### config.mk
export PLATFORM = sky130hd
export DESIGN_NAME = vidc_capture
export DESIGN_NICKNAME = d
export VERILOG_FILES = /design/src/logic/vidc_reg_pkg.sv /design/src/logic/vidc_dma_pkg.sv /design/src/logic/sample_if.sv /design/src/logic/pin_sampler.sv /design/src/logic/register_mirror.sv /design/src/logic/dma_tracker.sv /design/src/logic/vidc_capture.sv
export VERILOG_INCLUDE_DIRS = /design/src /design/src/logic
export SDC_FILE = /design/constraint.sdc
export NUM_CORES = 1
export LEC_CHECK = 0
export BUFFER_PORTS_ARGS = -buffer_cell sky130_fd_sc_hd__buf_2
export CAP_MARGIN = 20
export CORE_MARGIN = 2
export CORE_UTILIZATION = 54
export DETAILED_ROUTE_END_ITERATION = 8
export PLACE_DENSITY = 0.88
export SKIP_LAST_GASP = 1
export SLEW_MARGIN = 20
export SYNTH_ARGS = -nofsm -noshare
export SYNTH_HDL_FRONTEND = slang
export SYNTH_SLANG_ARGS = --single-unit
### constraint.sdc
create_clock -name clk -period 2.7 [get_ports clk]
set_clock_uncertainty 0.1 [all_clocks]
set_input_delay 0.54 -clock clk [delete_from_list [all_inputs] [get_ports clk]]
set_output_delay 0.54 -clock clk [all_outputs]
set_load 0.03 [all_outputs]
### src/logic/vidc_settings.svh
// VIDC capture widths, counts and register addresses
// Addresses are the word index of the VIDC register (byte offset / 4)
`ifndef VIDC_SETTINGS_SVH
`define VIDC_SETTINGS_SVH

`define VIDC_DATA_W              32
`define VIDC_ADDR_W              6
`define VIDC_REG_DATA_W          24
`define VIDC_SYNC_STAGES         3
`define VIDC_DMA_BEATS           4
`define VIDC_NUM_COLOURS         16
`define VIDC_NUM_CURSOR_COLOURS  3

`define VIDC_ADDR_BORDER  6'h10
`define VIDC_ADDR_CPLC1   6'h11   // Cursor colours 1 to 3 follow
`define VIDC_ADDR_HCR     6'h20
`define VIDC_ADDR_HCSR    6'h26
`define VIDC_ADDR_VCR     6'h28
`define VIDC_ADDR_VDSR    6'h2B
`define VIDC_ADDR_VCSR    6'h2E
`define VIDC_ADDR_VCER    6'h2F

`endif

### src/logic/vidc_reg_pkg.sv
// Register-side types for the VIDC capture
// Pin bus word, register address and payload, and the mirror field types
`include "vidc_settings.svh"

package vidc_reg_pkg;

   // Raw word on the VIDC data pins
   typedef logic [`VIDC_DATA_W-1:0] bus_word_t;

   // Register write word splits into address and payload
   typedef logic [`VIDC_ADDR_W-1:0]     reg_addr_t;
   typedef logic [`VIDC_REG_DATA_W-1:0] reg_data_t;

   ////////////////////////////////////////////////////////////////////////////
   // Mirror fields

   typedef logic [11:0] colour_t;     // Supremacy bit not kept
   typedef logic [9:0]  timing_t;     // Horizontal and vertical timing regs
   typedef logic [12:0] hcursor_t;    // HCSR keeps two extra fine bits
   typedef logic [10:0] cursor_x_t;

endpackage

### src/logic/vidc_dma_pkg.sv
// DMA-side types for the VIDC capture
// Burst tracker state, beat counter and per-frame counters
`include "vidc_settings.svh"

package vidc_dma_pkg;

   typedef enum logic [1:0] {
      dma_idle,
      dma_video,
      dma_cursor
   } dma_state_t;

   typedef logic [2:0]  beat_count_t;
   typedef logic [15:0] dma_count_t;     // Bursts seen in one frame
   typedef logic [3:0]  frame_count_t;

endpackage

### src/logic/sample_if.sv
// Sampled and edge-detected VIDC pin events
// Driven by one sampler and read by the register mirror and DMA tracker

interface sample_if;

   logic                    reg_write;     // One cycle per write strobe
   vidc_reg_pkg::reg_addr_t reg_addr;
   vidc_reg_pkg::reg_data_t reg_data;
   vidc_reg_pkg::bus_word_t dma_data;      // One stage older than reg_data
   logic                    hs;            // High outside horizontal sync
   logic                    vdrq;          // Low while DMA requested
   logic                    vdak_rise;
   logic                    flybk_start;

   modport sampler (output reg_write, reg_addr, reg_data, dma_data,
                    output hs, vdrq, vdak_rise, flybk_start);

   modport mirror (input reg_write, reg_addr, reg_data);

   modport tracker (input hs, vdrq, vdak_rise, flybk_start, dma_data);

endinterface

### src/logic/pin_sampler.sv
// VIDC pin synchronisers, data history and edge detection
`include "vidc_settings.svh"

module pin_sampler (
   input  logic                    clk,
   input  logic                    reset,
   input  vidc_reg_pkg::bus_word_t vidc_d,
   input  logic                    vidc_nvidw,
   input  logic                    vidc_nhs,
   input  logic                    vidc_flybk,
   input  logic                    vidc_nvidrq,
   input  logic                    vidc_nvidak,
   sample_if.sampler               bus
);

   typedef struct packed {
      logic nvidw;
      logic nhs;
      logic flybk;
      logic nvidrq;
      logic nvidak;
   } pins_t;

   localparam int cur = 1;                        // First stage safe to use
   localparam int prev = `VIDC_SYNC_STAGES - 1;

   pins_t                   pin_hist [`VIDC_SYNC_STAGES];
   vidc_reg_pkg::bus_word_t d_hist [`VIDC_SYNC_STAGES];

   // Strobe and sync histories idle high so no edge is seen out of reset
   always_ff @(posedge clk) begin
      if (reset) begin
         for (int i = 0; i < `VIDC_SYNC_STAGES; i++)
            pin_hist[i] <= '1;
      end else begin
         pin_hist[0] <= '{vidc_nvidw, vidc_nhs, vidc_flybk, vidc_nvidrq, vidc_nvidak};
         for (int i = 1; i < `VIDC_SYNC_STAGES; i++)
            pin_hist[i] <= pin_hist[i-1];
      end
   end

   // Data pipeline kept in step with the strobes
   always_ff @(posedge clk) begin
      d_hist[0] <= vidc_d;
      for (int i = 1; i < `VIDC_SYNC_STAGES; i++)
         d_hist[i] <= d_hist[i-1];
   end

   ////////////////////////////////////////////////////////////////////////////
   // Events

   assign bus.reg_write   = pin_hist[prev].nvidw & ~pin_hist[cur].nvidw;   // Falling edge
   assign bus.reg_addr    = d_hist[cur][`VIDC_DATA_W-1 -: `VIDC_ADDR_W];
   assign bus.reg_data    = d_hist[cur][`VIDC_REG_DATA_W-1:0];
   assign bus.dma_data    = d_hist[prev];    // Ack edge is seen a stage late
   assign bus.hs          = pin_hist[cur].nhs;
   assign bus.vdrq        = pin_hist[cur].nvidrq;
   assign bus.vdak_rise   = ~pin_hist[prev].nvidak & pin_hist[cur].nvidak;
   assign bus.flybk_start = ~pin_hist[prev].flybk & pin_hist[cur].flybk;

endmodule

### src/logic/register_mirror.sv
// VIDC register mirrors and host read multiplexer
// Palette and cursor exports, timing-change toggle flag
`include "vidc_settings.svh"

module register_mirror (
   input  logic                                                  clk,
   input  logic                                                  reset,
   sample_if.mirror                                              bus,
   input  logic                                                  hires,
   input  vidc_reg_pkg::reg_addr_t                               reg_sel,
   output vidc_reg_pkg::reg_data_t                               reg_rdata,
   output vidc_reg_pkg::colour_t [`VIDC_NUM_COLOURS-1:0]         palette,
   output vidc_reg_pkg::colour_t [`VIDC_NUM_CURSOR_COLOURS-1:0]  cursor_palette,
   output vidc_reg_pkg::cursor_x_t                               cursor_hstart,
   output vidc_reg_pkg::timing_t                                 cursor_vstart,
   output vidc_reg_pkg::timing_t                                 cursor_vend,
   output logic                                                  tregs_status,
   input  logic                                                  tregs_ack
);

   localparam int colour_idx_w = $clog2(`VIDC_NUM_COLOURS);

   vidc_reg_pkg::colour_t [`VIDC_NUM_COLOURS-1:0]        vplc;
   vidc_reg_pkg::colour_t [`VIDC_NUM_CURSOR_COLOURS-1:0] cplc;
   vidc_reg_pkg::colour_t                                bcr;
   vidc_reg_pkg::timing_t                                hcr;
   vidc_reg_pkg::timing_t                                vcr;
   vidc_reg_pkg::timing_t                                vdsr;
   vidc_reg_pkg::timing_t                                vcsr;
   vidc_reg_pkg::timing_t                                vcer;
   vidc_reg_pkg::hcursor_t                               hcsr;

   vidc_reg_pkg::colour_t  colour_in;
   vidc_reg_pkg::timing_t  timing_in;
   vidc_reg_pkg::hcursor_t hcsr_in;
   logic                   palette_wr;
   logic                   timing_wr;

   // Field positions within the 24-bit payload
   assign colour_in  = bus.reg_data[11:0];
   assign timing_in  = bus.reg_data[23:14];
   assign hcsr_in    = bus.reg_data[23:11];
   assign palette_wr = bus.reg_addr < vidc_reg_pkg::reg_addr_t'(`VIDC_NUM_COLOURS);
   assign timing_wr  = (bus.reg_addr == `VIDC_ADDR_HCR) || (bus.reg_addr == `VIDC_ADDR_VCR);

   ////////////////////////////////////////////////////////////////////////////
   // Write capture

   always_ff @(posedge clk) begin
      if (bus.reg_write) begin
         if (palette_wr)
            vplc[bus.reg_addr[colour_idx_w-1:0]] <= colour_in;
         case (bus.reg_addr)
            `VIDC_ADDR_BORDER:        bcr     <= colour_in;
            `VIDC_ADDR_CPLC1:         cplc[0] <= colour_in;
            `VIDC_ADDR_CPLC1 + 6'd1:  cplc[1] <= colour_in;
            `VIDC_ADDR_CPLC1 + 6'd2:  cplc[2] <= colour_in;
            `VIDC_ADDR_HCR:           hcr     <= timing_in;
            `VIDC_ADDR_HCSR:          hcsr    <= hcsr_in;
            `VIDC_ADDR_VCR:           vcr     <= timing_in;
            `VIDC_ADDR_VDSR:          vdsr    <= timing_in;
            `VIDC_ADDR_VCSR:          vcsr    <= timing_in;
            `VIDC_ADDR_VCER:          vcer    <= timing_in;
            default: ;                // Dropped and unmapped regs ignored
         endcase
      end
   end

   // Flips on a mode change, then waits for the host to catch up
   always_ff @(posedge clk) begin
      if (reset)
         tregs_status <= 1'b0;
      else if (bus.reg_write && timing_wr && (tregs_ack == tregs_status))
         tregs_status <= ~tregs_status;
   end

   ////////////////////////////////////////////////////////////////////////////
   // Host reads return fields in their written position

   always_comb begin
      reg_rdata = '0;
      if (reg_sel < vidc_reg_pkg::reg_addr_t'(`VIDC_NUM_COLOURS))
         reg_rdata[11:0] = vplc[reg_sel[colour_idx_w-1:0]];
      case (reg_sel)
         `VIDC_ADDR_BORDER:        reg_rdata[11:0]  = bcr;
         `VIDC_ADDR_CPLC1:         reg_rdata[11:0]  = cplc[0];
         `VIDC_ADDR_CPLC1 + 6'd1:  reg_rdata[11:0]  = cplc[1];
         `VIDC_ADDR_CPLC1 + 6'd2:  reg_rdata[11:0]  = cplc[2];
         `VIDC_ADDR_HCR:           reg_rdata[23:14] = hcr;
         `VIDC_ADDR_HCSR:          reg_rdata[23:11] = hcsr;
         `VIDC_ADDR_VCR:           reg_rdata[23:14] = vcr;
         `VIDC_ADDR_VDSR:          reg_rdata[23:14] = vdsr;
         `VIDC_ADDR_VCSR:          reg_rdata[23:14] = vcsr;
         `VIDC_ADDR_VCER:          reg_rdata[23:14] = vcer;
         default: ;
      endcase
   end

   // Display exports
   assign palette        = vplc;
   assign cursor_palette = cplc;
   assign cursor_hstart  = hires ? hcsr[10:0] : hcsr[12:2];   // Lores counts half pixels
   assign cursor_vstart  = vcsr - vdsr;      // Relative to display start
   assign cursor_vend    = vcer - vdsr;

   // Write strobe edge detect gives isolated pulses
   assert property (@(posedge clk) disable iff (reset) bus.reg_write |=> !bus.reg_write);

endmodule

### src/logic/dma_tracker.sv
// Video and cursor DMA burst tracking with beat strobes
// Per-frame burst counters latched at flyback
`include "vidc_settings.svh"

module dma_tracker (
   input  logic                       clk,
   input  logic                       reset,
   sample_if.tracker                  bus,
   output logic                       load_dma,
   output logic                       load_dma_cursor,
   output vidc_reg_pkg::bus_word_t    load_dma_data,
   output vidc_dma_pkg::frame_count_t fr_count,
   output vidc_dma_pkg::dma_count_t   video_dma_counter,
   output vidc_dma_pkg::dma_count_t   cursor_dma_counter
);

   vidc_dma_pkg::dma_state_t  state;
   vidc_dma_pkg::beat_count_t beat;
   vidc_dma_pkg::dma_count_t  video_count;     // Running counts this frame
   vidc_dma_pkg::dma_count_t  cursor_count;
   vidc_dma_pkg::dma_count_t  video_base;
   vidc_dma_pkg::dma_count_t  cursor_base;
   logic                      start_video;
   logic                      start_cursor;
   logic                      last_beat;

   // Request during hsync means cursor data
   assign start_video  = (state == vidc_dma_pkg::dma_idle) && !bus.vdrq && bus.hs;
   assign start_cursor = (state == vidc_dma_pkg::dma_idle) && !bus.vdrq && !bus.hs;
   assign last_beat    = beat == vidc_dma_pkg::beat_count_t'(`VIDC_DMA_BEATS - 1);

   ////////////////////////////////////////////////////////////////////////////
   // Burst FSM

   always_ff @(posedge clk) begin
      if (reset) begin
         state <= vidc_dma_pkg::dma_idle;
         beat  <= '0;
      end else begin
         case (state)
            vidc_dma_pkg::dma_idle: begin
               if (start_video)
                  state <= vidc_dma_pkg::dma_video;
               else if (start_cursor)
                  state <= vidc_dma_pkg::dma_cursor;
            end
            default: begin
               if (bus.vdak_rise) begin
                  if (last_beat) begin         // MEMC always sends four
                     state <= vidc_dma_pkg::dma_idle;
                     beat  <= '0;
                  end else begin
                     beat <= beat + vidc_dma_pkg::beat_count_t'(1);
                  end
               end
            end
         endcase
      end
   end

   // A burst starting at flyback lands in the new frame
   assign video_base  = bus.flybk_start ? '0 : video_count;
   assign cursor_base = bus.flybk_start ? '0 : cursor_count;

   always_ff @(posedge clk) begin
      if (reset) begin
         video_count        <= '0;
         cursor_count       <= '0;
         video_dma_counter  <= '0;
         cursor_dma_counter <= '0;
         fr_count           <= '0;
      end else begin
         video_count  <= video_base + vidc_dma_pkg::dma_count_t'(start_video);
         cursor_count <= cursor_base + vidc_dma_pkg::dma_count_t'(start_cursor);
         if (bus.flybk_start) begin
            video_dma_counter  <= video_count;
            cursor_dma_counter <= cursor_count;
            fr_count           <= fr_count + vidc_dma_pkg::frame_count_t'(1);
         end
      end
   end

   assign load_dma        = (state == vidc_dma_pkg::dma_video) && bus.vdak_rise;
   assign load_dma_cursor = (state == vidc_dma_pkg::dma_cursor) && bus.vdak_rise;
   assign load_dma_data   = bus.dma_data;

   assert property (@(posedge clk) disable iff (reset) !(load_dma && load_dma_cursor));
   assert property (@(posedge clk) disable iff (reset)
      beat < vidc_dma_pkg::beat_count_t'(`VIDC_DMA_BEATS));

endmodule

### src/logic/vidc_capture.sv
// VIDC capture top level
// Pin sampler feeding the register mirror and the DMA tracker
`include "vidc_settings.svh"

module vidc_capture (
   input  logic                                                  clk,
   input  logic                                                  reset,
   input  vidc_reg_pkg::bus_word_t                               vidc_d,
   input  logic                                                  vidc_nvidw,
   input  logic                                                  vidc_nhs,
   input  logic                                                  vidc_flybk,
   input  logic                                                  vidc_nvidrq,
   input  logic                                                  vidc_nvidak,
   input  logic                                                  conf_hires,
   input  vidc_reg_pkg::reg_addr_t                               vidc_reg_sel,
   input  logic                                                  tregs_status_ack,
   output vidc_reg_pkg::reg_data_t                               vidc_reg_rdata,
   output vidc_reg_pkg::colour_t [`VIDC_NUM_COLOURS-1:0]         vidc_palette,
   output vidc_reg_pkg::colour_t [`VIDC_NUM_CURSOR_COLOURS-1:0]  vidc_cursor_palette,
   output vidc_reg_pkg::cursor_x_t                               vidc_cursor_hstart,
   output vidc_reg_pkg::timing_t                                 vidc_cursor_vstart,
   output vidc_reg_pkg::timing_t                                 vidc_cursor_vend,
   output logic                                                  tregs_status,
   output vidc_dma_pkg::frame_count_t                            fr_count,
   output vidc_dma_pkg::dma_count_t                              video_dma_counter,
   output vidc_dma_pkg::dma_count_t                              cursor_dma_counter,
   output logic                                                  load_dma,
   output logic                                                  load_dma_cursor,
   output vidc_reg_pkg::bus_word_t                               load_dma_data
);

   sample_if sample_bus ();

   pin_sampler pin_sampler_inst (
      .clk         (clk),
      .reset       (reset),
      .vidc_d      (vidc_d),
      .vidc_nvidw  (vidc_nvidw),
      .vidc_nhs    (vidc_nhs),
      .vidc_flybk  (vidc_flybk),
      .vidc_nvidrq (vidc_nvidrq),
      .vidc_nvidak (vidc_nvidak),
      .bus         (sample_bus.sampler)
   );

   register_mirror register_mirror_inst (
      .clk            (clk),
      .reset          (reset),
      .bus            (sample_bus.mirror),
      .hires          (conf_hires),
      .reg_sel        (vidc_reg_sel),
      .reg_rdata      (vidc_reg_rdata),
      .palette        (vidc_palette),
      .cursor_palette (vidc_cursor_palette),
      .cursor_hstart  (vidc_cursor_hstart),
      .cursor_vstart  (vidc_cursor_vstart),
      .cursor_vend    (vidc_cursor_vend),
      .tregs_status   (tregs_status),
      .tregs_ack      (tregs_status_ack)
   );

   dma_tracker dma_tracker_inst (
      .clk                (clk),
      .reset              (reset),
      .bus                (sample_bus.tracker),
      .load_dma           (load_dma),
      .load_dma_cursor    (load_dma_cursor),
      .load_dma_data      (load_dma_data),
      .fr_count           (fr_count),
      .video_dma_counter  (video_dma_counter),
      .cursor_dma_counter (cursor_dma_counter)
   );

endmodule

Yosys cells after proc, flatten, opt, wreduce, memory -nomap -nowiden:

Memory sizes are Yosys's and may differ from the RTL's.
Cells that the tools add are included.

* register bits: 377
* latch bits: 0
* bits in writable memories: 111
* memory bits (read-only): 0
* input bits: 47
* output and inout bits: 354
* word-level logic and storage cells: 135
* memories: 2

Memory list
* pin_sampler_inst.d_hist: depth 3, bits a word 32, rd ports 3, clocked after Yosys merged registers in 0, wr ports 3, line pin_sampler.sv:28 `` vidc_reg_pkg::bus_word_t d_hist [`VIDC_SYNC_STAGES]; ``
* pin_sampler_inst.pin_hist: depth 3, bits a word 5, rd ports 3, clocked after Yosys merged registers in 0, wr ports 3, line pin_sampler.sv:27 `` pins_t pin_hist [`VIDC_SYNC_STAGES]; ``

* add/sub/neg operators: 6
* multiply operators: 0
* div/mod/pow operators: 0
* $lt $le $gt $ge: 5
* eq/ne operators: 25
* shifts and indexed selects: 0
* mux-type cells: 25
* bitwise logic cells: 11
* reduce and logical (&&, ||, !) cells: 27

Operator list (count)
* 192-bit bitwise mux: 1
* 6-bit == test, second input constant: 12
* 10-bit one-hot mux with 6 select lines: 1
* 12-bit binary-select mux with 4-bit select: 1
* 12-bit demux with 4-bit select: 1
* 6-bit by 5-bit == test with 1-bit output, second input constant: 8
* 11-bit one-hot mux with 4 select lines: 1
* 12-bit two-way mux: 3
* 16-bit by 1-bit adder with 16-bit output: 2
* 16-bit two-way mux: 2
* 2-bit AND reduction: 12
* 10-bit subtractor: 2
* 5-bit two-way mux: 3
* 6-bit by 5-bit < comparator with 1-bit output, second input constant: 2
* 2-bit two-way mux: 6
* 11-bit two-way mux: 1
* 4-bit by 5-bit < comparator with 1-bit output, second input constant: 2
* 1-bit logical AND: 8
* 1-bit NOT: 5
* 1-bit one-hot mux with 5 select lines: 1
* 4-bit by 1-bit adder with 4-bit output, second input constant: 1
* 4-bit by 1-bit >= comparator with 1-bit output, second input constant: 1
* 2-bit nonzero test: 2
* 3-bit by 1-bit adder with 3-bit output, second input constant: 1
* 13 further kinds: 20

Depth between registers and ports, before layout:

Gate-level depths: netlist of the first run.

* word-level depth: 6
* gate-level depth with buffers: 10
* mapped depth without buffers: 9

By module:

Synthesis of the first run repeated with hierarchy kept, for this count alone.

* cells, all modules: 1272
* area total of the unflattened synthesis: 18599.1 um2

By module, submodules not included
* register_mirror: instances 1, cells an instance 733, area each 12603.3 um2, sequential area each 9118.7 um2
* dma_tracker: instances 1, cells an instance 351, area each 3236.9 um2, sequential area each 1461.4 um2
* pin_sampler: instances 1, cells an instance 188, area each 2758.9 um2, sequential area each 2182.1 um2

Least setup slack after synthesis of the first run:

Ideal clock, no wire load.

* path type: input to output
* start point: input vidc_reg_sel[0]
* end point: output vidc_reg_rdata[11]
* arrival: 2.116 ns
* required time: 2.060 ns
* setup slack: -0.056 ns
* cell stages on the path: 5
* buffers on the path: 2
* path through: buf_2 buf_2 mux4_2 a222oi_1 nand3_1

* cells in the longest elaborated chain, start to end: 4
* elaborated cells between the ends (all ways): 10
* those cells by class: order compare (1); eq/ne (5); mux (4)

Ends and longest elaborated chain
* from (decl): line vidc_capture.sv:15 `input vidc_reg_pkg::reg_addr_t vidc_reg_sel,`
* 12-bit binary-select mux with 4-bit select: line register_mirror.sv:83 `reg_rdata[11:0] = vplc[reg_sel[colour_idx_w-1:0]];`
* 12-bit two-way mux (implied by the code): line register_mirror.sv:83
* 12-bit two-way mux: line register_mirror.sv:82 `` if (reg_sel < vidc_reg_pkg::reg_addr_t'(`VIDC_NUM_COLOURS)) ``
* 1-bit one-hot mux with 5 select lines *: line register_mirror.sv:84 `case (reg_sel)`
* to (decl): line vidc_capture.sv:17 `output vidc_reg_pkg::reg_data_t vidc_reg_rdata,`

Every way passes the cells marked *; elsewhere a longest branch is shown, timed or not. The select of a mux whose other input is x is not followed.

Worst setup path after layout of the first run:

* start point: register register_mirror_inst.vcer[0]
* end point: output vidc_cursor_vend[8]

* cells in the longest elaborated chain, start to end: 1

Ends and longest elaborated chain
* from (decl): line register_mirror.sv:30 `vidc_reg_pkg::timing_t vcer;`
* from (signal assigned): line register_mirror.sv:63 `` `VIDC_ADDR_VCER: vcer <= timing_in; ``
* 10-bit subtractor: line register_mirror.sv:104 `assign cursor_vend = vcer - vdsr;`
* to (decl): line vidc_capture.sv:22 `output vidc_reg_pkg::timing_t vidc_cursor_vend,`

Every way passes these cells.

==> results of run 1 <==
[cells in the mapped netlist (5+ instances only)]
cell / count
buf_2: 16
dfxtp_1: 183
nand3_1: 33
inv_1: 25
clkbuf_1: 31
a22o_1: 9
nand3_2: 7
xnor2_1: 27
or3_1: 6
nor4_1: 5
a221oi_1: 11
mux4_2: 24
mux2_2: 11
a221o_1: 10
a21oi_1: 55
nand4_1: 9
ha_1: 23
nor2_1: 78
and2_1: 6
buf_4: 32
nand2_1: 115
nor3_1: 23
o21ai_0: 8
xor2_1: 20
mux2i_1: 49
nand2b_1: 12
a22oi_1: 43
edfxtp_1: 303
or2_2: 13
nor2b_1: 6
[cell usage in the layout, fill, tap and decap left out, types with 30 or more instances in the layout]
cell,n
mux2i_1,49
buf_6,44
nand3_1,30
clkbuf_16,54
edfxtp_1,303
dlygate4sd3_1,32
buf_4,134
nand2_1,113
a21oi_1,49
dfxtp_1,183
nor2_1,72
buf_2,360
[where the power goes]
group	switching (mW)	internal (mW)	total, mW
clock network	2.80	3.75	6.55
registers	0.129	7.97	8.10
logic	0.395	0.300	0.695
total	3.33	12.0	15.3
[what timing repair did]
item	in CTS	in global routing
pin swaps	56	46
hold buffers	31	1
buffers inserted	41	19
gates resized for setup	141	68
hold endpoints to repair	31	1
setup endpoints to repair	38	39
cloned	4	3
[per-layer routing]
metal,wire (um),vias up
met5,10,-
met4,3415,2
met3,7386,267
met2,27340,1227
met1,20590,6527
li1,-,5699
[registers in the layout, summed over array words and instances, names as in the netlist]
| register | flops |
|---|---|
| dma_tracker_inst.cursor_dma_counter | 16 |
| dma_tracker_inst.cursor_count | 16 |
| register_mirror_inst.hcr | 10 |
| register_mirror_inst.cursor_palette | 36 |
| register_mirror_inst.palette | 192 |
| dma_tracker_inst.state | 2 |
| register_mirror_inst.vcer | 10 |
| register_mirror_inst.vcsr | 10 |
| pin_sampler_inst.pin_hist | 13 |
| register_mirror_inst.tregs_status | 1 |
| dma_tracker_inst.beat | 3 |
| register_mirror_inst.vcr | 10 |
| register_mirror_inst.bcr | 12 |
| dma_tracker_inst.fr_count | 4 |
| register_mirror_inst.hcsr | 13 |
| register_mirror_inst.vdsr | 10 |
| dma_tracker_inst.video_dma_counter | 16 |
| pin_sampler_inst.d_hist | 96 |
| dma_tracker_inst.video_count | 16 |
[layout make-up]
| cell class | count | area, um2 |
|---|---|---|
| Sequential cell | 486 | 12760 |
| Fill cell | 1894 | 8521 |
| Multi-Input combinational cell | 657 | 5333 |
| Timing Repair Buffer | 586 | 3951 |
| Clock buffer | 67 | 1440 |
| Tap cell | 442 | 553.0 |
| Clock inverter | 21 | 127.6 |
| Inverter | 25 | 96.34 |
[path summary, 6_finish.rpt]
path	startpoint	end	slack (ns)
max	register_mirror_inst.vcer[0]	vidc_cursor_vend[8]	-0.70
min	vidc_nhs	pin_sampler_inst.pin_hist[0][3]	0.09
min reg2reg	pin_sampler_inst.d_hist[0][18]	pin_sampler_inst.d_hist[0][50]	0.22
max reg2reg	dma_tracker_inst.state[1]	dma_tracker_inst.cursor_count[15]	0.38
[cells by family after synthesis]
group	synth area share
AND/OR/NAND/NOR	0.09408
buffers and inverters	0.03205
XOR/XNOR	0.02278
AO/OA/AOI/OAI	0.06293
multiplexers	0.06390
flip-flops	0.7061
adder cells (fa/ha/maj)	0.01814
[worst register-to-register path, delay by kind of cell (launching register included)]
kind	cells	cell delay [ns]
buffers and inverters	1	0.17
XOR/XNOR	1	0.16
flip-flops	1	0.38
adder cells (fa/ha/maj)	1	0.18
AND/OR/NAND/NOR	5	1.20
==> metrics.cfg, run 1 <==
[setup_path]
reg2regPathDepth=8
cp-end-kind=output pin
crit_buf_inv=3
crit_family=adder cells
worstPathRequired_ns=2.06
cp_slowest_cell=edfxtp_1
crit_cells=10
cp.arrival_ns=2.76
worstSetupStartpointType=flip-flop
crit_type=flip-flop to output pin
slowest_delay_ns=0.42
path_cells=inv_2 > ha_4 > inv_4 > fa_2 > a21oi_2 > o211ai_1 > nor3_1 > o21bai_1 > xor2_1 > buf_4
cp_max_fo=2

[sta]
fin_ws_ns=-0.7035
fin_crit_ns=3.403
clock.fmax_mhz=293.8
finalCritPeriodShare=1.261
finalSetupViolCount=37
tns_ns=-8.958
max_slew_margin=0.2943
grt_setup_unrepaired=true
hold_viol=0
drv_slew=0
worst_pin_slew_ns=1.057
hold_slack_ns=0.08610

[layout]
drive_above_1_share=0.4316
fin_cells=2284
nets=1876
syn_to_final_growth_pct=34.25
final_core_util=0.7401
antenna_cells=0
design_area_um2=24260

[yosys]
seq_area_frac_synth=0.7061
ys_types=60
ys_warn_count=0
avgSynthCellArea_um2=14.44
synth-edff-count=303
synth.largest_area_cell=edfxtp_1
synth_seq_cells=486
synth.top_cell.area_share=0.5034
synth_ff_type=edfxtp_1
synth_area_um2=18070
synthTopCellsByArea=edfxtp_1 50%, dfxtp_1 20%, mux4_2 3.0%
synthArstFlopShare=0
synth_nets=1324
syn_inst=1252

[cts]
root_buffer=clkbuf_16
clock_latency_ns=0.54
path_clk_slew_ns=0.06
tritoncts=yes
clock_tree.buffer_depth=3
htreeDepth=2
numCtsBuffers=48
clock_sinks=486

[route]
drtAntennaViolNets=0
detail_route.vias_per_cell=6.008
drtIter0Drc=1917
wl_per_cell_um=25.72
vias=13720
first_pass_iters=9
drt-total-wl_um=58740
drc_errors=0

[outcome]
violations=setup timing
status=finished, violations left

[worst_hold_path]
hp-class=primary input to flip-flop
hold_depth=2

[grt]
grt_pass1_vias=13270
grt_max_degree=62
grt_pass1_wl_um=82230
use_met1=0.4090
grt_overflow=0
grt.met3_usage=0.07167
grt_util_met2=0.5016
antenna_found_initial=1
grt.total_usage=0.3102
busiest_layer=met2

[placed_design]
portBuffers=400
post-dp-hpwl_um=36490
placed_cell_area_um2=20950
post-place-cells=2099
gp_congestion=0.9219
dp_slack_ns=-0.1465

[floorplanning]
ios=401
die_w_um=186.9
rows=66
coreArea_um2=32780
die_h_um=186.9
dieArea_um2=34950
initial_core_util=0.5513

[power]
p_per_area_nw_per_um2=632.4
power_leakage_nw=9.619
power_mw=15.34
ir_drop_uv=702.9

[job]
maxCapViolCount=0

No activity file was read; power rests on OpenSTA's default activity.
==> inputs of run 2 (changes only) <==
--- a/config.mk
+++ b/config.mk
@@ -12,6 +12,7 @@
 export CORE_UTILIZATION = 54
 export DETAILED_ROUTE_END_ITERATION = 8
 export PLACE_DENSITY = 0.88
+export REMOVE_ABC_BUFFERS = 1
 export SKIP_LAST_GASP = 1
 export SLEW_MARGIN = 20
 export SYNTH_ARGS = -nofsm -noshare
==> metrics.cfg, run 2 (same netlist as run 1, synthesis figures left out) <==
[outcome]
status=finished, violations left  ; unchanged
violations=setup timing  ; unchanged

[setup_path]
slowest_delay_ns=0.39  ; was 0.42 ns
r2r_start=dma_tracker_inst.state[1]  ; unchanged
crit_family=compound AO/OA/AOI/OAI gates  ; was adder cells
reg2reg_slack_ns=0.33  ; was 0.38 ns
reg2reg_to=dma_tracker_inst.cursor_count[15]  ; unchanged
cp-end-kind=output pin  ; unchanged
cp_max_fo=3  ; was 2
path_cells=inv_2 > ha_1 > buf_4 > nand3_1 > o211ai_1 > nor3_2 > o21bai_1 > xor2_1 > buf_4  ; was inv_2 > ha_4 > inv_4 > fa_2 > a21oi_2 > o211ai_1 > nor3_1 > o21bai_1 > xor2_1 > buf_4
crit_type=flip-flop to output pin  ; unchanged
cp.arrival_ns=2.54  ; was 2.76 ns
worstSetupStartpointType=flip-flop  ; unchanged
worstPathRequired_ns=2.06  ; about the same
crit_top_cell=buf_4
reg2regPathDepth=8  ; unchanged
cp_slowest_cell=edfxtp_1  ; unchanged
crit_buf_inv=3  ; unchanged
crit_cells=9  ; was 10

[sta]
hold_viol=0  ; unchanged
max_slew_margin=0.3382  ; was 0.2943
worst_pin_slew_ns=0.9913  ; was 1.057 ns
finalCritPeriodShare=1.179  ; was 1.261
finalSetupViolCount=29  ; was 37
grt_setup_unrepaired=true  ; unchanged
fin_ws_ns=-0.4824  ; was -0.7035 ns
clock.fmax_mhz=314.2  ; was 293.8 MHz
drv_slew=0  ; unchanged
fin_crit_ns=3.182  ; was 3.403 ns

[route]
drc_errors=0  ; unchanged
highest_layer=met5  ; unchanged
wl_per_cell_um=24.94  ; was 25.72 um
drtIter0Drc=1366  ; was 1917
dr_wl_met2_um=26630  ; was 27340 um
vias=13310  ; was 13720
detail_route.vias_per_cell=5.924  ; was 6.008
first_pass_iters=5  ; was 9
drt-met1-wl_um=20520  ; was 20590 um
dr_wl_met3_um=6392  ; was 7386 um
drtAntennaViolNets=0  ; unchanged
drt-total-wl_um=56040  ; was 58740 um

[layout]
fillers=1975  ; was 1894
ff_latch_area_um2=12760  ; unchanged
final_common_cell=buf_2  ; unchanged
largest_reg_flops=192  ; unchanged
nets=1837  ; was 1876
multi_input_comb_area_um2=5245  ; was 5333 um2
final_core_util=0.7270  ; was 0.7401
drive_above_1_share=0.4130  ; was 0.4316
fin_cells=2247  ; was 2284
final_cell_mix=358 x buf_2, 303 x edfxtp_1, 183 x dfxtp_1  ; was 360 x buf_2, 303 x edfxtp_1, 183 x dfxtp_1
design_area_um2=23830  ; was 24260 um2
syn_to_final_growth_pct=31.87  ; was 34.25%

[power]
ir_drop_uv=552.4  ; was 702.9 uV
power.internal_mw=12.23  ; was 12.02 mW
switchingPower_mw=3.261  ; was 3.328 mW
power.combinational.fraction=0.043  ; was 0.045
switching_share=0.2105  ; was 0.2169
p_per_area_nw_per_um2=649.9  ; was 632.4 nW/um2
pwr-share-clk=0.435  ; was 0.427
power_leakage_nw=9.345  ; was 9.619 nW
power_frac_seq=0.522  ; was 0.528

[worst_hold_path]
hold_depth=2  ; unchanged
min_to=pin_sampler_inst.pin_hist[0][3]  ; unchanged
hp-class=primary input to flip-flop  ; unchanged
hold_start=vidc_nhs  ; unchanged

[grt]
grt_max_degree=38  ; was 62
grt_overflow=0  ; unchanged
grt.total_usage=0.3054  ; was 0.3102
grt_pass1_vias=12880  ; was 13270
antenna_found_initial=2  ; was 1
grt_pass1_wl_um=80430  ; was 82230 um

[floorplanning]
coreArea_um2=32780  ; unchanged
initial_core_util=0.5513  ; unchanged
dieArea_um2=34950  ; unchanged
ios=401  ; unchanged
die_h_um=186.9  ; unchanged
rows=66  ; unchanged
die_w_um=186.9  ; unchanged

[cts]
htreeDepth=2  ; unchanged
clock_sinks=486  ; unchanged
clock_latency_ns=0.56  ; was 0.54 ns
clock_tree.buffer_depth=3  ; unchanged
tritoncts=yes  ; unchanged
path_clk_slew_ns=0.06  ; about the same
numCtsBuffers=47  ; was 48
root_buffer=clkbuf_16  ; unchanged

[placed_design]
gp_congestion=0.9756  ; was 0.9219
portBuffers=400  ; unchanged
post-place-cells=2087  ; was 2099
post-dp-hpwl_um=36120  ; was 36490 um
dp_slack_ns=-0.1663  ; was -0.1465 ns
placed_cell_area_um2=20890  ; was 20950 um2

[job]
maxCapViolCount=0  ; unchanged

## run 2: cell types whose count changed in the layout (fill, tap and decap cells not counted), sizes merged
cell      delta
buf         -39
bufinv       +5
clkinvlp     -2
inv          -2
diode        +1
## run 2: how the worst max path moves through the flow
| stage | start | to |
|---|---|---|
| final | register_mirror_inst.vdsr[3] | vidc_cursor_vstart[8] |
| after global routing | register_mirror_inst.vcer[0] | vidc_cursor_vend[8] |
| after CTS | register_mirror_inst.vcer[0] | vidc_cursor_vend[8] |
| after detailed placement | vidc_reg_sel[2] | vidc_reg_rdata[8] |
| after global placement | vidc_reg_sel[5] | vidc_reg_rdata[8] |
| after floorplan | vidc_reg_sel[3] | vidc_reg_rdata[0] |
## run 2: through the flow
step / hold WS (ns) / setup TNS, ns / power (mW)
4_1_cts: 0.05518 / -5.063 / 15.48
3_3_place_gp: 0.2096 / -1.990 / 8.767
5_1_grt: 0.06270 / -8.088 / 15.90
3_5_place_dp: 0.2121 / -3.073 / 8.789
6_report: 0.07217 / -5.795 / 15.49
2_1_floorplan: 0.2096 / -0.3705 / 8.470
## run 2: layout make-up
| cell class | instances | area share |
|---|---|---|
| Tap cell | 442 | 0.02320 |
| Clock buffer | 66 | 0.05659 |
| Inverter | 25 | 0.003937 |
| Sequential cell | 486 | 0.5355 |
| Timing Repair Buffer | 548 | 0.1500 |
| Clock inverter | 22 | 0.01060 |
| Multi-Input combinational cell | 657 | 0.2201 |
| Antenna cell | 1 | 0.0001050 |
## run 2: layer usage
metal  track usage  vias up
met3       0.06529      162
met4        0.1261        2
met2        0.4980     1026
met1        0.4006     6490
li1              -     5632
met5             0        -
## run 2: worst register-to-register path: stages (launching register included)
cell and delay, ns:
dfxtp_1 0.38, nor4_1 0.34, buf_4 0.18, ha_1 0.18, nand3_1 0.14, or3_1 0.38
nor4_1 0.32, xnor2_1 0.16, nor2_1 0.05
## run 2: power by group through the flow
| stage | Clock, mW | Combinational (mW) | Sequential (mW) |
|---|---|---|---|
| global route | 7.12 | 0.686 | 8.10 |
| detailed placement | 0 | 0.545 | 8.24 |
| floorplan | 0 | 0.222 | 8.25 |
| global placement | 0 | 0.534 | 8.23 |
| finish | 6.74 | 0.659 | 8.09 |
| CTS | 6.77 | 0.624 | 8.08 |
## run 2: repair_timing
| item | 4_1_cts | 5_1_grt |
|---|---|---|
| pin swaps | 44 | 58 |
| buffers inserted | 23 | 17 |
| endpoints found under the hold margin | 32 | 0 |
| setup endpoints to repair | 39 | 38 |
| gates resized for setup | 113 | 75 |
| gates cloned | 3 | 1 |
| hold buffers | 32 | 0 |
